==> config.mk <==
export PLATFORM = sky130hd
export DESIGN_NAME = cpuControl
export DESIGN_NICKNAME = d
export VERILOG_FILES = /design/src/hw/cpu_pkg.sv /design/src/hw/cpuControl.sv /design/src/hw/controlWordGen.sv /design/src/hw/fieldDecoder.sv /design/src/hw/stepSequencer.sv
export VERILOG_INCLUDE_DIRS = /design/src /design/src/hw
export SDC_FILE = /design/constraint.sdc
export NUM_CORES = 1
export LEC_CHECK = 0
export BUFFER_PORTS_ARGS = -buffer_cell sky130_fd_sc_hd__buf_2
export CORE_UTILIZATION = 48
export CTS_BUF_LIST = sky130_fd_sc_hd__clkbuf_16
export CTS_CLUSTER_DIAMETER = 60
export DETAILED_ROUTE_END_ITERATION = 7
export PLACE_DENSITY = 0.95
export SETUP_SLACK_MARGIN = 0.15
export SLEW_MARGIN = 30
export SYNTH_ARGS = -nofsm -noshare
export SYNTH_HDL_FRONTEND = slang
export SYNTH_HIERARCHICAL = 1
export SYNTH_SLANG_ARGS = --single-unit
==> constraint.sdc <==
create_clock -name clk -period 3 [get_ports clk]
set_input_delay 0.3 -clock clk [delete_from_list [all_inputs] [get_ports clk]]
set_output_delay 0.3 -clock clk [all_outputs]
set_load 0.02 [all_outputs]
==> src/hw/cpu_cfg.svh <==
`ifndef CPU_CFG_SVH
`define CPU_CFG_SVH

// Datapath word.
`define WORD_W 32

// General register file.
`define REG_COUNT 16
`define REG_FIELD_W 4

// Instruction fields.
`define OPCODE_W 5
`define CONST_W 19

// Return address target of jal.
`define LINK_REG 8

`endif
==> src/hw/cpu_pkg.sv <==
`include "cpu_cfg.svh"

package cpu_pkg;

	typedef logic [`WORD_W-1:0] word_t;
	typedef logic [`REG_COUNT-1:0] regMask_t;
	typedef logic [`REG_FIELD_W-1:0] regField_t;

	// Reference encoding. Gaps are unassigned and run as nop.
	typedef enum logic [`OPCODE_W-1:0] {
		opLd = 5'd0,
		opLdi = 5'd1,
		opSt = 5'd2,
		opAdd = 5'd3,
		opSub = 5'd4,
		opAnd = 5'd5,
		opOr = 5'd6,
		opRor = 5'd7,
		opRol = 5'd8,
		opShr = 5'd9,
		opShra = 5'd10,
		opShl = 5'd11,
		opAddi = 5'd12,
		opAndi = 5'd13,
		opOri = 5'd14,
		opNeg = 5'd17,
		opNot = 5'd18,
		opBr = 5'd19,
		opJal = 5'd20,
		opJr = 5'd21,
		opIn = 5'd22,
		opOut = 5'd23,
		opNop = 5'd26,
		opHalt = 5'd27
	} opcode_e;

	typedef enum logic [6:0] {
		resetStep,
		fetch0, fetch1, fetch2,
		ld0, ld1, ld2, ld3,
		ldi0, ldi1,
		st0, st1, st2, st3,
		aluReg0, aluReg1,
		aluImm0, aluImm1,
		unary0, unary1,
		br0, br1,
		jal0, jal1,
		jr0,
		in0,
		out0,
		nop0,
		halt0,
		done
	} step_e;

	typedef enum logic [2:0] {
		srcNone = 3'd0, // Bus floats to zero.
		srcReg,
		srcZLow,
		srcPc,
		srcMdr,
		srcInPort,
		srcConst
	} busSrc_e;

	typedef enum logic [3:0] {
		aluNone = 4'd0,
		aluAdd, aluSub, aluAnd, aluOr,
		aluRor, aluRol, aluShr, aluShra, aluShl,
		aluNeg, aluNot
	} aluOp_e;

	typedef struct packed {
		opcode_e opcode;
		regField_t ra;
		regField_t rb;
		regField_t rc;
		logic [`WORD_W-`OPCODE_W-3*`REG_FIELD_W-1:0] unused;
	} regForm_s;

	typedef struct packed {
		opcode_e opcode;
		regField_t ra;
		regField_t rb;
		logic [`CONST_W-1:0] imm;
	} immForm_s;

	// Same IR bits, read as three registers or as two plus a constant.
	typedef union packed {
		regForm_s regView;
		immForm_s immView;
	} instrWord_u;

	typedef struct packed {
		busSrc_e busA;
		busSrc_e busB;
		busSrc_e busC;
		aluOp_e aluOp;
		logic incPc;
		logic pcIn;
		logic irIn;
		logic zIn;
		logic yIn;
		logic marIn;
		logic mdrIn;
		logic mdrFromMem; // MDR takes memory data, not the bus.
		logic read;
		logic writeMem;
		logic conIn;
		logic conReset;
		logic branch;
		logic baseAddr; // r0 reads as zero.
		logic outPortIn;
	} controlWord_s;

endpackage

==> src/hw/cpuControl.sv <==
module cpuControl (
	input logic clk,
	input logic reset,
	input logic stop,
	input cpu_pkg::instrWord_u ir,
	output logic run,
	output cpu_pkg::controlWord_s ctrl,
	output cpu_pkg::regMask_t regIn,
	output cpu_pkg::regMask_t regOutA,
	output cpu_pkg::regMask_t regOutB,
	output cpu_pkg::regMask_t regOutC,
	output cpu_pkg::word_t constSign
);
	import cpu_pkg::*;

	step_e step;
	regMask_t raMask;
	regMask_t rbMask;
	regMask_t rcMask;
	aluOp_e aluOp;

	stepSequencer sequencer (
		.clk(clk),
		.reset(reset),
		.stop(stop),
		.opcode(ir.regView.opcode),
		.step(step),
		.run(run)
	);

	fieldDecoder decoder (
		.ir(ir),
		.raMask(raMask),
		.rbMask(rbMask),
		.rcMask(rcMask),
		.constSign(constSign),
		.aluOp(aluOp)
	);

	controlWordGen wordGen (
		.step(step),
		.raMask(raMask),
		.rbMask(rbMask),
		.rcMask(rcMask),
		.aluOp(aluOp),
		.ctrl(ctrl),
		.regIn(regIn),
		.regOutA(regOutA),
		.regOutB(regOutB),
		.regOutC(regOutC)
	);

endmodule

==> src/hw/controlWordGen.sv <==
`include "cpu_cfg.svh"

module controlWordGen (
	input cpu_pkg::step_e step,
	input cpu_pkg::regMask_t raMask,
	input cpu_pkg::regMask_t rbMask,
	input cpu_pkg::regMask_t rcMask,
	input cpu_pkg::aluOp_e aluOp,
	output cpu_pkg::controlWord_s ctrl,
	output cpu_pkg::regMask_t regIn,
	output cpu_pkg::regMask_t regOutA,
	output cpu_pkg::regMask_t regOutB,
	output cpu_pkg::regMask_t regOutC
);
	import cpu_pkg::*;

	logic pcAdvance; // incPc, marIn, pcIn together.
	logic writeReg;
	logic writeLink;
	logic readA;
	logic readB;
	logic readC;

	always_comb begin
		ctrl = '0;
		pcAdvance = 1'b0;
		writeReg = 1'b0;
		writeLink = 1'b0;
		readA = 1'b0;
		readB = 1'b0;
		readC = 1'b0;
		case (step)
			resetStep: ctrl.conReset = 1'b1;
			fetch0: pcAdvance = 1'b1;
			fetch1: ctrl.read = 1'b1;
			fetch2: begin
				ctrl.read = 1'b1;
				ctrl.mdrIn = 1'b1;
				ctrl.mdrFromMem = 1'b1;
				ctrl.irIn = 1'b1;
				ctrl.busC = srcMdr;
			end
			ld0, ldi0, st0: begin
				// Base register plus constant.
				ctrl.baseAddr = 1'b1;
				ctrl.busB = srcReg;
				ctrl.busC = srcConst;
				ctrl.zIn = 1'b1;
				ctrl.aluOp = aluOp;
				readB = 1'b1;
				pcAdvance = (step == ldi0);
			end
			aluReg0, aluImm0, unary0: begin
				ctrl.busB = srcReg;
				ctrl.zIn = 1'b1;
				ctrl.aluOp = aluOp;
				readB = 1'b1;
				pcAdvance = 1'b1;
				if (step == aluReg0) begin
					ctrl.busC = srcReg;
					readC = 1'b1;
				end else if (step == aluImm0) begin
					ctrl.busC = srcConst;
				end
			end
			ldi1, aluReg1, aluImm1, unary1: begin
				ctrl.busA = srcZLow;
				ctrl.read = 1'b1; // Opens the next fetch early.
				writeReg = 1'b1;
			end
			ld1, st1: begin
				ctrl.busA = srcZLow;
				ctrl.marIn = 1'b1;
			end
			ld2: ctrl.read = 1'b1;
			ld3: begin
				ctrl.read = 1'b1;
				ctrl.mdrIn = 1'b1;
				ctrl.mdrFromMem = 1'b1;
				ctrl.busA = srcMdr;
				writeReg = 1'b1;
				pcAdvance = 1'b1;
			end
			st2: begin
				ctrl.busA = srcReg;
				ctrl.mdrIn = 1'b1;
				readA = 1'b1;
			end
			st3: ctrl.writeMem = 1'b1;
			br0: begin
				ctrl.busA = srcReg;
				ctrl.conIn = 1'b1;
				readA = 1'b1;
			end
			br1: begin
				// PC takes the offset only when CON is set.
				ctrl.incPc = 1'b1;
				ctrl.pcIn = 1'b1;
				ctrl.branch = 1'b1;
				ctrl.conReset = 1'b1;
			end
			jal0: begin
				ctrl.busA = srcPc;
				writeLink = 1'b1;
			end
			jal1, jr0: begin
				ctrl.busA = srcReg;
				ctrl.pcIn = 1'b1;
				readA = 1'b1;
			end
			in0: begin
				ctrl.busA = srcInPort;
				writeReg = 1'b1;
				pcAdvance = 1'b1;
			end
			out0: begin
				ctrl.busA = srcReg;
				ctrl.outPortIn = 1'b1;
				readA = 1'b1;
				pcAdvance = 1'b1;
			end
			nop0: pcAdvance = 1'b1;
			default: ; // halt0 and done idle.
		endcase
		if (pcAdvance) begin
			ctrl.incPc = 1'b1;
			ctrl.marIn = 1'b1;
			ctrl.pcIn = 1'b1;
		end
	end

	assign regIn = writeLink ? regMask_t'(1) << `LINK_REG : (writeReg ? raMask : '0);
	assign regOutA = readA ? raMask : '0;
	assign regOutB = readB ? rbMask : '0;
	assign regOutC = readC ? rcMask : '0;

	// Memory port cannot read and write in one step.
	assert property (@(step) !(ctrl.read && ctrl.writeMem));

	assert property (@(step) $onehot0(regIn));

endmodule

==> src/hw/fieldDecoder.sv <==
`include "cpu_cfg.svh"

module fieldDecoder (
	input cpu_pkg::instrWord_u ir,
	output cpu_pkg::regMask_t raMask,
	output cpu_pkg::regMask_t rbMask,
	output cpu_pkg::regMask_t rcMask,
	output cpu_pkg::word_t constSign,
	output cpu_pkg::aluOp_e aluOp
);
	import cpu_pkg::*;

	// ra and rb sit at the same bits in both views.
	assign raMask = regMask_t'(1) << ir.immView.ra;
	assign rbMask = regMask_t'(1) << ir.immView.rb;
	assign rcMask = regMask_t'(1) << ir.regView.rc;

	assign constSign = {{(`WORD_W-`CONST_W){ir.immView.imm[`CONST_W-1]}}, ir.immView.imm};

	always_comb begin
		case (ir.regView.opcode)
			opLd, opLdi, opSt, opAdd, opAddi: aluOp = aluAdd; // Address calc uses add.
			opSub: aluOp = aluSub;
			opAnd, opAndi: aluOp = aluAnd;
			opOr, opOri: aluOp = aluOr;
			opRor: aluOp = aluRor;
			opRol: aluOp = aluRol;
			opShr: aluOp = aluShr;
			opShra: aluOp = aluShra;
			opShl: aluOp = aluShl;
			opNeg: aluOp = aluNeg;
			opNot: aluOp = aluNot;
			default: aluOp = aluNone;
		endcase
	end

endmodule

==> src/hw/stepSequencer.sv <==
module stepSequencer (
	input logic clk,
	input logic reset,
	input logic stop,
	input cpu_pkg::opcode_e opcode,
	output cpu_pkg::step_e step,
	output logic run
);
	import cpu_pkg::*;

	step_e nextStep;

	always_comb begin
		case (step)
			resetStep: nextStep = fetch0;
			fetch0: nextStep = fetch1;
			fetch1: nextStep = fetch2;
			fetch2: begin
				// Dispatch on the word just latched in IR.
				case (opcode)
					opLd: nextStep = ld0;
					opLdi: nextStep = ldi0;
					opSt: nextStep = st0;
					opAdd, opSub, opAnd, opOr, opRor,
					opRol, opShr, opShra, opShl: nextStep = aluReg0;
					opAddi, opAndi, opOri: nextStep = aluImm0;
					opNeg, opNot: nextStep = unary0;
					opBr: nextStep = br0;
					opJal: nextStep = jal0;
					opJr: nextStep = jr0;
					opIn: nextStep = in0;
					opOut: nextStep = out0;
					opHalt: nextStep = halt0;
					default: nextStep = nop0; // Unassigned codes too.
				endcase
			end
			ld0: nextStep = ld1;
			ld1: nextStep = ld2;
			ld2: nextStep = ld3;
			ld3: nextStep = fetch1; // MAR already holds PC.
			ldi0: nextStep = ldi1;
			ldi1: nextStep = fetch2;
			st0: nextStep = st1;
			st1: nextStep = st2;
			st2: nextStep = st3;
			st3: nextStep = fetch0;
			aluReg0: nextStep = aluReg1;
			aluReg1: nextStep = fetch2;
			aluImm0: nextStep = aluImm1;
			aluImm1: nextStep = fetch2;
			unary0: nextStep = unary1;
			unary1: nextStep = fetch2;
			br0: nextStep = br1;
			br1: nextStep = fetch0;
			jal0: nextStep = jal1;
			jal1: nextStep = fetch0;
			jr0: nextStep = fetch0;
			in0: nextStep = fetch1;
			out0: nextStep = fetch1;
			nop0: nextStep = fetch1;
			halt0: nextStep = done;
			done: nextStep = done;
			default: nextStep = resetStep;
		endcase
	end

	always_ff @(posedge clk) begin
		if (reset) begin
			step <= resetStep;
			run <= 1'b0;
		end else begin
			run <= !stop;
			if (!stop)
				step <= nextStep; // Frozen while stopped.
		end
	end

	// Only reset leaves the halted state.
	assert property (@(posedge clk) disable iff (reset)
		step == done |=> step == done);

	assert property (@(posedge clk) disable iff (reset)
		stop |=> $stable(step));

endmodule

==> impl_metrics.yaml <==
global_route:
  first_global_vias: 2255
  grt_pass1_wl_mm: 10.6
  grt_max_degree: 26
  antenna_found_initial: 0
  grt.overflow.total: 0
  track_usage_pct: 23.5
yosys:
  synth_compound_area_share_pct: 21.3
  synth_seq_area_share_pct: 4.66
  synthSimpleGateAreaFrac_pct: 49.9
  yosys_warnings: 6
  synthTopCellsByArea: "and2_1 (13%), buf_4 (12%), nor2_1 (7.6%)"
  synth-xor-area-share_pct: 0.680
  synth_seq_cells: 6
  synth_top_area_share_pct: 12.6
  synth_largest_area_cell: "and2_1"
  synth_area_per_cell_um2: 6.48
  synthCells: 398
  synth_edf_count: 0
  synthFlopType: "dfxtp_1"
  synthArstFlopShare_pct: 0
  yosys.area_share.adder_pct: 2.91
  synthMuxAreaShare_pct: 0.777
  synth_area_um2: 2580
  synth_top_family_by_area: "simple AND/OR/NAND/NOR gates"
  ys_types: 65
sta:
  finalHoldViolations: 0
  finalCriticalPeriod_ns: 2.69
  slew_headroom_pct: 51.8
  drv_slew: 0
  grt_setup_unrepaired: "no"
  final-setup-viol-count: 0
  fin_skew_ns: 0.00192
  max_freq_ghz: 0.372
  fin_crit_sh_pct: 89.7
  fin_setup_tns_ns: 0
  whs_ns: 0.328
  setup_ws_ns: 0.309
  worstMarginPinSlew_ns: 0.722
finish:
  nets: 515
  diodes: 0
  fin_area_um2: 3000
  syn2layout_area_growth_pct: 16.3
  mostFrequentLayoutCell: "buf_2"
  layout_common_cells: "buf_2 (126), and2_1 (52), nor2_1 (51), nand2b_1 (25), nor3_1 (25)"
  drive_above_1_share_pct: 34.1
  post-route-util_pct: 58.3
worst_setup_path:
  slowest_stage: "dfxtp_1"
  startpoint_type: "flop"
  path_max_fanout: 16
  required_ns: 2.70
  ff2ff_path_depth: 5
  slowest_delay_ns: 0.68
  cp.arrival_ns: 2.39
  cp-end-kind: "output port"
  criticalPathCategory: "flop to output port"
  cp_cell_sequence: "nand2b_1 -> or3_4 -> a2bb2oi_2 -> buf_4 -> nor2b_2 -> buf_2"
cts:
  clk_pin_slew_ns: 0.03
  cts_max_level: 1
  cts_buffers: 3
  insertion_delay_ns: 0.23
  cts_setup_buffers: 0
  clock_path_buffers: 2
  cts_root_buffer: "clkbuf_16"
  cts_tree: "done"
  holdBufCountCts: 0
  post_cts_resized: 0
  cts_sinks: 6
pwr:
  pwr-share-seq_pct: 17.7
  p_int_w: 0.000328
  peakVddDrop_mv: 0.166
  clkPwrFrac_pct: 41.8
  p_sw_w: 0.000195
  powerDensity_nw_per_um2: 174
  p_sw_share_pct: 37.2
  combPwrFrac_pct: 40.5
  p_leak_nw: 1.49
placed_design:
  dp_slack_ns: 0.524
  port_buffers: 126
  dp_hpwl_mm: 5.22
  dpl_cell_area_um2: 2920
  place.gp.congestion: 0.934
floorplanning:
  rows: 26
  ioPinCount: 160
  coreArea_um2: 5140
  initial_core_util_pct: 50.1
  die-width_um: 75.3
  fp.dieH_um: 75.3
  die-area_um2: 5670
detailed_routing:
  drt_first_iter_violations: 288
  vias: 2954
  via_per_inst: 5.45
  first_pass_iters: 4
  drc: 0
  wl_mm: 6.83
  ant_nets: 0
  wl_per_cell_um: 12.6
outcome:
  status: "finished, final reports clean"
run:
  cap_violations: 0
worst_hold_path:
  min_path_type: "primary input to flop"
  min_path_cells: 2
## worst max-delay path: cells and delay by family, from the launching register on
| family | cells | cell delay [ns] |
|---|---|---|
| DFF | 1 | 0.68 |
| and+or+nand+nor | 3 | 0.55 |
| AOI/OAI and AO/OA | 1 | 0.50 |
| buffers and inverters | 2 | 0.42 |
## synth_stat cells, drive strengths merged (3+ instances only)
cell type and count:
and2 52, a211oi 6, a31oi 5, a21oi 16
nand2b 26, buf 66, nor3 27, o21ai 10
inv 13, nor4 5, nand3b 3, nand3 5
nand2 21, nor2b 18, o221ai 4, a2111oi 4
o21a 4, dfxtp 6, nor3b 3, or3b 4
and2b 4, ha 6, nor2 52
## flip-flops by register name, indices dropped and copies added, names as in the netlist
name / count
sequencer/run: 1
sequencer/step: 5
## area by class of cell
class,instances,area [µm²]
clock buffers,3,75.1
fillers,497,2140
inverters,13,48.8
multi-input cells,315,1970
flip-flops and latches,6,120
well taps,70,87.6
repair buffers,135,698
## final timing paths
check / endpoint / startpoint / slack (ns)
hold reg to reg: sequencer/step[2]$_SDFFE_PP0N_ / sequencer/step[2]$_SDFFE_PP0N_ / 0.64
setup reg to reg: sequencer/step[3]$_SDFFE_PP0N_ / sequencer/step[1]$_SDFFE_PP0N_ / 0.98
hold / removal: sequencer/run$_SDFF_PP0_ / reset / 0.33
setup / recovery: regOutA[10] / sequencer/step[3]$_SDFFE_PP0N_ / 0.31
## metrics by stage
step                total power (W)  cells
floorplan                  0.000289    401
detailed placement         0.000300    539
global placement           0.000294    539
CTS                        0.000524    542
global route               0.000559    542
finish                     0.000523    542
## metal layers
metal / vias up / routed length (µm) / global-route usage (%)
met1: 1330 / 2890 / 32.1
li1: 1478 / - / -
met3: 10 / 483 / 3.75
met5: - / 0 / 0
met2: 136 / 3380 / 38.2
met4: 0 / 77 / 6.79
## power groups by stage
stage	combinational, W	clock [W]	sequential (W)
2_1_floorplan	0.000201	0	0.0000870
3_3_place_gp	0.000201	0	0.0000934
3_5_place_dp	0.000207	0	0.0000936
4_1_cts	0.000208	0.000224	0.0000923
5_1_grt	0.000237	0.000228	0.0000936
6_report	0.000212	0.000219	0.0000925
## logic make-up after synthesis
group / after synthesis
adder cells (fa/ha/maj): 6
flip-flops: 6
buffers and inverters: 80
AND/OR/NAND/NOR: 227
other: 2
AO/OA/AOI/OAI: 73
XOR/XNOR: 2
multiplexers: 2
Note: power is estimated with default switching activity, not from simulation.
